--- config.mk ---
export PLATFORM = sky130hd
export DESIGN_NAME = merge_collector
export DESIGN_NICKNAME = d
export VERILOG_FILES = /design/src/merge_pkg.sv /design/src/merge_collector.sv
export SDC_FILE = /design/constraint.sdc
export NUM_CORES = 1
export LEC_CHECK = 0
export ABC_AREA = 1
export BUFFER_PORTS_ARGS = -buffer_cell sky130_fd_sc_hd__buf_2
export CAP_MARGIN = 5
export CORE_AREA = 5 5 288 290
export CTS_CLUSTER_SIZE = 30
export DETAILED_ROUTE_END_ITERATION = 7
export DIE_AREA = 0 0 293 295
export SYNTH_ARGS = -nofsm -noshare
export SYNTH_HDL_FRONTEND = slang
export SYNTH_SLANG_ARGS = --single-unit
--- constraint.sdc ---
create_clock -name ap_clk -period 4.35 [get_ports ap_clk]
set_input_delay 0.87 -clock ap_clk [delete_from_list [all_inputs] [get_ports ap_clk]]
set_output_delay 0.87 -clock ap_clk [all_outputs]
set_load 0.02 [all_outputs]
--- src/merge_pkg.sv ---
package merge_pkg;

    // --------------------
    // Lane and packet geometry
    // --------------------
    localparam int NUM_LANES  = 4;
    localparam int NUM_FIELDS = NUM_LANES;
    localparam int FIELD_W    = 32;
    localparam int META_W     = 16;
    localparam int COUNT_W    = 16;

    // One FIFO word holds the meta word and every field
    localparam int PKT_W = META_W + NUM_FIELDS * FIELD_W;

    // --------------------
    // FIFO sizing
    // --------------------
    localparam int FIFO_DEPTH  = 16;
    localparam int PROG_THRESH = 8;

    // --------------------
    // Types
    // --------------------
    typedef logic [FIELD_W-1:0] field_t;
    typedef logic [META_W-1:0]  meta_t;

    // Field 0 sits in the low bits
    typedef field_t [NUM_FIELDS-1:0] fields_t;

    typedef logic [NUM_LANES-1:0] lane_mask_t;
    typedef logic [COUNT_W-1:0]   count_t;

    // Run states of the generator
    typedef enum logic [1:0] {
        IDLE  = 2'd0,
        RUN   = 2'd1,
        DRAIN = 2'd2
    } control_state_t;

endpackage

--- src/merge_collector.sv ---
module merge_collector (
    input  logic                                            ap_clk,
    input  logic                                            areset_generator,
    input  logic                                            run_active,
    input  merge_pkg::lane_mask_t                           run_mask,
    input  logic                                            out_prog_full,
    input  merge_pkg::lane_mask_t                           lane_valid,
    input  merge_pkg::meta_t   [merge_pkg::NUM_LANES-1:0]   lane_meta,
    input  merge_pkg::fields_t [merge_pkg::NUM_LANES-1:0]   lane_fields,
    output merge_pkg::lane_mask_t                           lane_take,
    output merge_pkg::lane_mask_t                           lane_flush,
    output logic                                            merged_valid,
    output merge_pkg::meta_t                                merged_meta,
    output merge_pkg::fields_t                              merged_fields,
    output logic                                            idle
);

    import merge_pkg::*;

    lane_mask_t held;
    lane_mask_t pending;
    logic       all_held;
    logic       take_ok;

    // --------------------
    // Lane requests
    // --------------------

    // Every enabled lane has delivered its part
    assign all_held = run_active && ((held & run_mask) == run_mask);

    // No new pops while the output is nearly full or a packet is being issued
    assign take_ok = run_active && !out_prog_full && !merged_valid;

    assign lane_take  = run_mask & ~held & ~pending & {NUM_LANES{take_ok}};
    assign lane_flush = ~run_mask;

    assign idle = !(|held) && !(|pending);

    // --------------------
    // Capture tracking
    // --------------------
    always_ff @(posedge ap_clk) begin
        if (areset_generator) begin
            held         <= '0;
            pending      <= '0;
            merged_valid <= 1'b0;
        end else begin
            // Data comes back one cycle after the take
            pending      <= lane_take;
            merged_valid <= all_held;
            if (all_held) begin
                held <= '0;
            end else begin
                held <= held | (lane_valid & run_mask);
            end
        end
    end

    // --------------------
    // Packet assembly
    // --------------------
    always_ff @(posedge ap_clk) begin
        if (lane_valid[0]) begin
            merged_meta      <= lane_meta[0];
            merged_fields[0] <= lane_fields[0][0];
        end
        for (int j = 1; j < NUM_FIELDS; j++) begin
            if (run_mask[j]) begin
                // Enabled lane gives its field 0
                if (lane_valid[j]) begin
                    merged_fields[j] <= lane_fields[j][0];
                end
            end else if (lane_valid[0]) begin
                merged_fields[j] <= lane_fields[0][j];
            end
        end
    end

endmodule

After elaboration in Yosys (flattened, before gate mapping)
Index checks and enable logic that the tools add are counted.

operators by class
  equal/unequal tests = 4
  mux-type cells = 9
  bitwise logic cells = 9
  reduce and logical (&&, ||, !) cells = 17

operators with widths
  cell                                                                      count
  32-bit two-way mux                                                        9
  4-bit bitwise AND                                                         5
  4-bit NOT                                                                 3
  4-bit OR reduction                                                        2
  2-bit by 1-bit inequality test with 1-bit output (second input constant)  3
  2-bit AND reduction                                                       3
  2-bit nonzero test                                                        3
  4-bit == test                                                             1
  1-bit logical AND                                                         4
  1-bit logical NOT                                                         4
  4-bit bitwise OR                                                          1
  2-bit OR reduction                                                        1

word-level totals
  flip-flop bits (word level) = 153
  bits of input ports = 588
  output and inout port bits = 154
  logic and storage cells = 47

Logic depth before layout (Yosys ltp)
Gate-level depths: netlist of the first run.

  depth in word-level cells = 4
  gate-level depth with buffers = 7
  gate-level depth less buffers = 7

Worst setup path after synthesis of the first run
Ideal clock, no wire load.

  path type = input-to-reg
  start point = input run_mask[1]
  end point = register merged_fields[32] (netlist bit), enable pin
  library setup time = 0.466 ns
  arrival = 3.333 ns
  data required time = 3.884 ns
  path slack = 0.551 ns
  cell stages on the path = 2
  buffers on the path = 1
  path through = buf_4 > o21ai_0

on the way
  cells in the longest elaborated chain, start to end = 2
  elaborated cells between the ends (all ways) = 3
  classes of those cells = eq/ne (1); reduce/logical (2)

ends and longest elaborated chain
  item                                                                                              RTL line               source
  from (decl)                                                                                       merge_collector.sv:5   input merge_pkg::lane_mask_t run_mask,
  2-bit by 1-bit inequality test with 1-bit output (no line) or 2-bit nonzero test (tied branches)  --
  2-bit AND reduction (no line) (*)                                                                 --
  to (signal, indexed assignment)                                                                   merge_collector.sv:72  merged_fields[j] <= lane_fields[j][0];
  to (signal, indexed assignment)                                                                   merge_collector.sv:75  merged_fields[j] <= lane_fields[0][j];
  to (decl)                                                                                         merge_collector.sv:14  output merge_pkg::fields_t merged_fields,

Every way passes the cells marked *; elsewhere a longest branch is shown, timed or not.
A chain may end at the register's enable or synchronous reset.

Worst setup path in the final report of the first run
  start point = input run_mask[1]
  end point = output lane_flush[1]

on the way
  cells in the longest elaborated chain, start to end = 1

ends and longest elaborated chain
  item       RTL line               source
  4-bit NOT  merge_collector.sv:36  assign lane_flush = ~run_mask;
  to (decl)  merge_collector.sv:11  output merge_pkg::lane_mask_t lane_flush,

Every way passes these cells.

==> results of run 1 <==
## worst max-delay path by stage
stage / endpoint / slack [ns] / depth (start not counted)
floorplan: merged_fields[32] / 0.55 / 2
global placement: merged_fields[39] / 1.42 / 4
detailed placement: merged_fields[39] / 1.45 / 4
CTS: lane_flush[1] / 1.48 / 3
global route: lane_flush[1] / 1.46 / 3
finish: lane_flush[1] / 1.54 / 3
## where the power goes
part	leakage, uW	internal [uW]	switching (uW)	total (uW)
logic	0.00262	217	449	666
registers	0.00147	1780	41.1	1820
clock network	0.000304	832	799	1630
## logic make-up (layout without fill, tap and decap cells)
group,count (synthesis),after routing,synth area share (%)
buf+inv,34,458,3.20
simple gates,319,319,20.8
other cells,0,7,0
compound gates,7,7,0.586
flops,153,153,75.4
## registers in the layout, summed over array words and instances, names as in the netlist
| register | cells |
|---|---|
| held | 4 |
| merged_fields | 128 |
| merged_meta | 16 |
| merged_valid | 1 |
| pending | 4 |
## cell usage in the layout (no fill, tap or decap), types with 2 or more instances in the layout
cell type    n
buf_2      405
nand2_1    294
edfxtp_1   144
clkbuf_16   17
inv_1        9
dfxtp_1      9
buf_4        8
diode_2      7
nor2_1       7
nor3_1       5
clkinv_8     5
inv_2        4
nand2_2      4
a21oi_1      4
nor4_1       4
inv_8        4
o21ai_4      3
clkinv_4     3
nand2_4      2
inv_6        2
## layout make-up
type	instances	area [sq um]
multi-input combinational	326	1320
clock buffer	17	425
sequential	153	4500
timing repair buffer	413	2090
antenna	7	17.5
tap	1060	1330
inverter	13	48.8
clock inverter	15	200
fill	9169	70100
## per-layer routing
| layer | track usage [%] | vias to the layer above |
|---|---|---|
| li1 | - | 2527 |
| met1 | 8.44 | 2263 |
| met2 | 9.90 | 362 |
| met3 | 4.70 | 52 |
| met4 | 2.44 | 20 |
| met5 | 0 | - |
## metrics by stage
stage               instances  worst slack, ns  hold slack [ns]  total power [uW]  instance area, sq um
floorplan                 513            0.551            0.422              2170                  5980
global placement         1965             1.42            0.437              2540                  9280
detailed placement       1965             1.45            0.445              2540                  9280
CTS                      1997             1.48            0.459              4250                  9910
global route             1998             1.46            0.481              4360                  9910
finish                   2004             1.54            0.457              4120                  9920
==> metrics, run 1 <==
Synth Flop Type edfxtp_1; clk root buf clkbuf_16; Req. time, crit path 3.48 ns; clk sinks approximately 150; largest net degree at the start of global routing 50; wire length on met3 4.66 mm; CTS tree done; Die Span X 293 microns; count leader, synth nand2_1; DR iter-0 viols about 170; wire per inst 15.4 microns; CP Capture Type output pin; Slew HR 32.0%; routed wire length 30.8 mm; first-pass GRT wire length 40.1 mm; EDFF count, synth approximately 140; post-layout min period 2.81 ns; worst path cell trace buf_2 > inv_2 > buf_2; path depth of the worst reg2reg path 7; CP Max Fanout 33; area leader, netlist edfxtp_1; Yosys top cell area share just over 70%; DR pass1 iterations 4; path type of the worst setup path input port to output pin; Num CTS Buffers 17; Setup violations, final 0; die area 86400 sq um; CTS HTree Levels 4; core area about 80000 sq um; Synth Warn # 0; Synth Cell Area 5980 sq um; Critical Path AT 1.94 ns; Util after Layout 12.4%; Post-DP HPWL 25.5 mm; RSZ-0062 raised after global routing false; DR vias/cell 2.61; FMAX roughly 360 MHz; HP Class flip-flop to flip-flop; top cells by count, synth 294 x nand2_1, 144 x edfxtp_1, 10 x buf_4; Mapped Nets 1101; maxcap violations 0; Worst Tran Pin Value between 1 and 1.5 ns; cell count of the worst hold path 1; CTS Buffer Depth 2; PwrDens 415 nW/um^2; I/O pins 742; Placer Congestion 0.780; synthesis-stage register bit count about 150; initial core utilization 7.47%; Crit-path slowest cell inv_2; Tcrit/Tclk final 64.6%; port buffer count approximately 400; cts repair resizes 0; initial antenna violation count 33; Area growth syn-to-layout 66.0%; clk slew on worst S/H paths approximately 0.08 ns; Slew Limit Fails 0; Final #Nets 1512; Reg2Reg Setup Slack 3.39 ns; ys async rst share 0%; reg2reg start held[0]; fraction of layout cells with a size suffix above 1 just under 50%; maximum VDD drop 0.000224 V; Hold Fails Final Rpt 0; worst flop-to-flop path endpoint held[0]; Worst Hold Launch pending[0]; Worst Path Buf+Inv 3; Hold Crit Endpoint pending[0]; setup bufs post-CTS 0; distinct cell type count after synthesis 18; top cells by area, synth edfxtp_1 72%, nand2_1 18%, dfxtp_1 3.0%; CTS Hold Bufs 0; Global Route Usage Sum 6.99%; Critical path origin run_mask[1]; DR vias 5224; wl on met1 13.1 mm; Gate Count Post-Synth ~510; syn_area_per_cell 11.7 sq um; vias in the first global route 5399; Clock Skews between 0.004 and 0.005 ns; Most common cell on crit path buf_2; grt ovf 0; DRC violations left 0; WL met2 12.3 mm; Seq/Total Area, Yosys about three quarters; status complete, no violations; static leakage 0.00439 uW; Setup crit start kind input port; worst skew pair latency 0.47 ns; setup TNS 0 ns; top routing layer used met5; die height 295 microns; num rows 104; Detail Route Antenna Nets 0; crit-path max cell delay 0.56 ns; kind of cell adding the most delay to the critical path buffers and inverters
(Power assumes the default switching activity.)
==> inputs of run 2 (changes only) <==
--- a/config.mk
+++ b/config.mk
@@ -5,7 +5,7 @@
 export SDC_FILE = /design/constraint.sdc
 export NUM_CORES = 1
 export LEC_CHECK = 0
-export ABC_AREA = 1
+export ABC_AREA = 0
 export BUFFER_PORTS_ARGS = -buffer_cell sky130_fd_sc_hd__buf_2
 export CAP_MARGIN = 5
 export CORE_AREA = 5 5 288 290
==> constraint.sdc (replaced) <==
create_clock -name ap_clk -period 2.53 [get_ports ap_clk]
set_input_delay 0.506 -clock ap_clk [delete_from_list [all_inputs] [get_ports ap_clk]]
set_output_delay 0.506 -clock ap_clk [all_outputs]
set_load 0.02 [all_outputs]
==> metrics, run 2 <==
status complete, no violations; Mapped Nets 884 (-20%); Setup crit start kind flip-flop; Most flops, register merged_fields; HP Class input port to flip-flop; Synth Flop Type edfxtp_1; num rows 104 (unchanged); DRC violations left 0 (unchanged); worst skew pair latency 0.47 ns (about the same); maxcap violations 0 (unchanged); vias in the first global route 4811 (-11%); kind of cell adding the most delay to the critical path simple AND/OR/NAND/NOR gates; DR iter-0 viols 121 (-28%); Setup violations, final 0 (unchanged); port buffer count 405 (unchanged); most common cell after layout, fill and taps aside buf_2; initial antenna violation count 26 (-21%); Placer Congestion 0.724 (-7.2%); initial core utilization 7.35% (-0.12 points); CP Capture Type output pin; CTS tree done; CP Max Fanout 5 (-85%); core area 80000 sq um (unchanged); PwrDens 710 nW/um^2 (+71%); worst setup slack after layout 0.303 ns (-1.23 ns); Detail Route Antenna Nets 0 (unchanged); fraction of layout cells with a size suffix above 1 75.4% (+26 points); Slew Limit Fails 0 (unchanged); post-layout min period 2.23 ns; overall power 7060 uW (+72%); syn_area_per_cell 19.9 sq um (+71%); Req. time, crit path 2.02 ns (-1.46 ns); max reg flops 128 (unchanged); static leakage 0.00392 uW (-11%); largest net degree at the start of global routing 36 (-28%); clk sinks 153 (unchanged); Clock Skews 0.00413 ns (-0.000294 ns); worst path cell trace or3b_4 > nor3_1 > buf_12; Yosys top cell area share 73.5% (+1.2 points); Worst Path Buf+Inv 1 (-2); count leader, synth edfxtp_1; EDFF count, synth 144 (unchanged); RSZ-0062 raised after global routing false; Num CTS Buffers 17 (unchanged); top flop regs merged_fields: 128 flops, merged_meta: 16 flops; setup TNS 0 ns (unchanged); die height 295 microns (unchanged); Crit-path slowest cell or3b_4; Area growth syn-to-layout 69.1%; crit-path max cell delay 0.41 ns (-0.15 ns); Seq/Total Area, Yosys 76.6% (+1.2 points); DR vias/cell 2.51 (-3.8%); top cells by count, synth 144 x edfxtp_1, 99 x mux2_2, 12 x buf_2; DR pass1 iterations 4 (unchanged); maximum VDD drop 0.000596 V (+170%); area leader, netlist edfxtp_1; Util after Layout 12.4% (+0.023 points); pre-CTS WS 0.412 ns (-1.03 ns); path type of the worst setup path flip-flop to output pin; setup bufs post-CTS 0 (unchanged); Synth Warn # 0 (unchanged); cts repair resizes 0 (unchanged); DR vias 4488 (-14%); Die Span X 293 microns (unchanged); Tcrit/Tclk final 88.0%; synthesis-stage register bit count 153 (unchanged); wire per inst 17.4 microns (+13%); Post-DP HPWL 26.5 mm (+3.9%); CTS Hold Bufs 0 (unchanged); distinct cell type count after synthesis 18 (unchanged); first-pass GRT wire length 39.5 mm (-1.5%); I/O pins 742 (unchanged); die area 86400 sq um (unchanged); Gate Count Post-Synth 296 (-42%); grt ovf 0 (unchanged); CTS Buffer Depth 2 (unchanged); Worst Tran Pin Value 0.763 ns (-0.254 ns); Critical Path AT 1.72 ns (-0.22 ns); top cells by area, synth edfxtp_1 74%, mux2_2 19%, dfxtp_1 3.1%; CTS HTree Levels 4 (unchanged); Slew HR 49.2% (+17 points); Final #Nets 1304 (-14%); FMAX 449 MHz; routed wire length 31.1 mm (+1.2%); commonest non-fill, non-tap cells in the layout 404 x buf_2, 144 x edfxtp_1, 99 x mux2_2, 17 x clkbuf_16, 9 x dfxtp_1; Hold Fails Final Rpt 0 (unchanged); Global Route Usage Sum 7.03% (+0.043 points); clk root buf clkbuf_16; Synth Cell Area 5880 sq um (-1.6%); ys async rst share 0% (unchanged); clk slew on worst S/H paths 0.08 ns (about the same)
-- run 2: worst reg2reg max path, delay by kind of cell, from the launching register on --
family | cells | cell delay (ns)
AND/OR/NAND/NOR | 3 | 0.77
flip-flops | 1 | 0.31
-- run 2: path summary, 6_finish.rpt --
kind         slack [ns]              end  cells past startpoint          start
min                0.21  merged_meta[10]                      1  lane_meta[10]
max reg2reg        1.38       pending[1]                      3   merged_valid
min reg2reg        0.46       pending[1]                      1     pending[1]
max                0.30     lane_take[2]                      3   merged_valid
-- run 2: final cells by class --
type	instances	area (sq um)
diodes	1	2.50
clock buffers	17	425
clock inverters	15	204
fillers	9104	70100
inverters	4	15.0
multi-input cells	127	1300
flip-flops and latches	153	4500
well taps	1060	1330
repair buffers	413	2160
-- run 2: power by group --
part           switching, uW  internal, uW  total (uW)
logic                    758           448        1210
clock network           1360          1350        2720
registers               75.0          3060        3140
-- run 2: kinds of logic (layout without fill, tap and decap cells) --
kind of cell	Yosys count	in the layout	synth area share, %
AO/OA/AOI/OAI	9	9	1.04
buffers and inverters	16	449	1.28
flip-flops	153	153	76.6
multiplexers	99	99	19.0
other	0	1	0
AND/OR/NAND/NOR	19	19	2.13
-- run 2: metrics by stage --
stage          std cells  cell area (sq um)  hold slack, ns
2_1_floorplan        296               5880           0.432
4_1_cts             1789               9940           0.142
3_5_place_dp        1757               9310           0.449
6_report            1790               9940           0.207
3_3_place_gp        1757               9310           0.447
5_1_grt             1790               9940           0.154
-- run 2: per-layer routing --
| layer | global-route usage, % | wire, microns |
|---|---|---|
| met5 | 0 | 56 |
| met1 | 7.84 | 12300 |
| met2 | 10.6 | 13200 |
| met3 | 4.61 | 4660 |
| met4 | 2.96 | 967 |
==> inputs of run 3 (changes only) <==
--- a/config.mk
+++ b/config.mk
@@ -9,9 +9,9 @@
 export BUFFER_PORTS_ARGS = -buffer_cell sky130_fd_sc_hd__buf_2
 export CAP_MARGIN = 5
 export CORE_AREA = 5 5 288 290
-export CTS_CLUSTER_SIZE = 30
 export DETAILED_ROUTE_END_ITERATION = 7
 export DIE_AREA = 0 0 293 295
+export PLACE_DENSITY = 0.3
 export SYNTH_ARGS = -nofsm -noshare
 export SYNTH_HDL_FRONTEND = slang
 export SYNTH_SLANG_ARGS = --single-unit
==> metrics, run 3 (synthesis results as in run 2) <==
cts repair resizes 0 (unchanged); Hold Fails Final Rpt 0 (unchanged); I/O pins 742 (unchanged); Setup violations, final 0 (unchanged); Slew Limit Fails 0 (unchanged); port buffer count 405 (unchanged); post-layout min period 2.19 ns (-0.0335 ns); maxcap violations 0 (unchanged); routed wire length 27.6 mm (-11%); placed cell area 9210 sq um (-1.1%); Setup crit start kind flip-flop; DR vias/cell 2.46 (-1.8%); die area 86400 sq um (unchanged); Global Route Usage Sum 6.17% (-0.86 points); Post-DP HPWL 22.2 mm (-16%); CP Max Fanout 3 (-2); clk slew on worst S/H paths 0.09 ns (about the same); grt ovf 0 (unchanged); maximum VDD drop 0.000386 V (-35%); DR iter-0 viols 148 (+22%); status complete, no violations; Detail Route Antenna Nets 0 (unchanged); CTS Buffer Depth 2 (unchanged); Req. time, crit path 2.02 ns (about the same); DR vias 4409 (-1.8%); commonest non-fill, non-tap cells in the layout 405 x buf_2, 144 x edfxtp_1, 99 x mux2_2, 17 x clkbuf_16, 9 x dfxtp_1; top flop regs merged_fields: 128 flops, merged_meta: 16 flops; num rows 104 (unchanged); setup bufs post-CTS 0 (unchanged); CP Capture Type output pin; clk sinks 153 (unchanged); die height 295 microns (unchanged); path type of the worst setup path flip-flop to output pin; Reg power frac 44.1% (-0.3 points); clock power share 39.9% (+1.4 points); DRC violations left 0 (unchanged); Final #Nets 1301 (-0.23%); Critical Path AT 1.69 ns (-0.03 ns); DR pass1 iterations 5 (+1); CTS HTree Levels 4 (unchanged); core area 80000 sq um (unchanged); Placer Congestion 0.717 (-0.87%); Finished Cell Area 9840 sq um (-1.1%); Internal 4850 uW (-0.33%); initial antenna violation count 7 (-73%); largest net degree at the start of global routing 49 (+36%); static leakage 0.00388 uW (-1.1%); RSZ-0062 raised after global routing false; Tcrit/Tclk final 86.7% (-1.3 points); Slew HR 35.7% (-13 points); most common cell after layout, fill and taps aside buf_2; Sw Ratio 31.6% (+0.53 points); max reg flops 128 (unchanged); vias in the first global route 4758 (-1.1%); Area growth syn-to-layout 67.3%; PwrDens 721 nW/um^2 (+1.5%); sw power 2240 uW (+2.1%); setup TNS 0 ns (unchanged); Worst Tran Pin Value 0.964 ns (+0.201 ns); clk root buf clkbuf_16; Num CTS Buffers 17 (unchanged); HP Class input port to flip-flop; Most flops, register merged_fields; Clock Skews 0.0205 ns (+0.0163 ns); first-pass GRT wire length 36.6 mm (-7.3%); initial core utilization 7.35% (unchanged); wire per inst 15.4 microns (-11%); Die Span X 293 microns (unchanged); worst skew pair latency 0.48 ns (about the same); CTS tree done; FMAX 456 MHz (+1.5%); CTS Hold Bufs 0 (unchanged); fraction of layout cells with a size suffix above 1 75.3% (-0.10 points); Comb power frac 16.0% (-1.1 points)
run 3: cell count changes in the layout (fill, tap and decap cells not counted), sizes merged:
cell	delta
inv	+2
clkinv	-2
buf	-3
diode	+3
run 3: worst max-delay path, cell delays in order (launching register included):
cell and delay, ns:
dfxtp_1 0.36, nor4_1 0.39, and3_1 0.25, buf_2 0.20
run 3: power groups by stage:
stage,logic [uW],registers (uW),clock network [uW]
after detailed placement,1170,3190,0
after global placement,1180,3190,0
final,1130,3130,2830
after global routing,1230,3160,3100
after CTS,1180,3140,3030
after floorplan,226,3520,0
run 3: stage by stage:
| stage | std cells | util (%) | hold WS, ns | worst slack (ns) | power, uW |
|---|---|---|---|---|---|
| after floorplan | 296 | - | 0.432 | 0.610 | 3750 |
| after global placement | 1754 | 11.5 | 0.453 | 0.373 | 4370 |
| after detailed placement | 1754 | 11.5 | 0.450 | 0.359 | 4360 |
| after CTS | 1786 | 12.3 | 0.129 | 0.246 | 7340 |
| after global routing | 1787 | 12.3 | 0.138 | 0.104 | 7480 |
| final | 1790 | 12.3 | 0.193 | 0.337 | 7100 |
run 3: final timing paths:
path | from | to | slack [ns] | cells after the start
hold / removal | lane_fields[31] | merged_fields[31] | 0.19 | 1
setup / recovery | held[1] | idle | 0.34 | 3
hold reg to reg | pending[0] | pending[0] | 0.47 | 1
setup reg to reg | held[1] | merged_valid | 1.11 | 3
run 3: cell type report:
class / count / area [sq um]
Tap cell: 1060 / 1330
Clock inverter: 15 / 191
Clock buffer: 17 / 425
Antenna cell: 4 / 10.0
Fill cell: 9096 / 70200
Inverter: 4 / 15.0
Timing Repair Buffer: 410 / 2060
Multi-Input combinational cell: 127 / 1300
Sequential cell: 153 / 4500
run 3: layer usage:
layer	wire [microns]	vias up	track usage (%)
met4	439	6	2.29
met3	4000	35	4.00
li1	-	2008	-
met1	11700	2045	7.52
met5	41	-	0
met2	11400	315	8.72
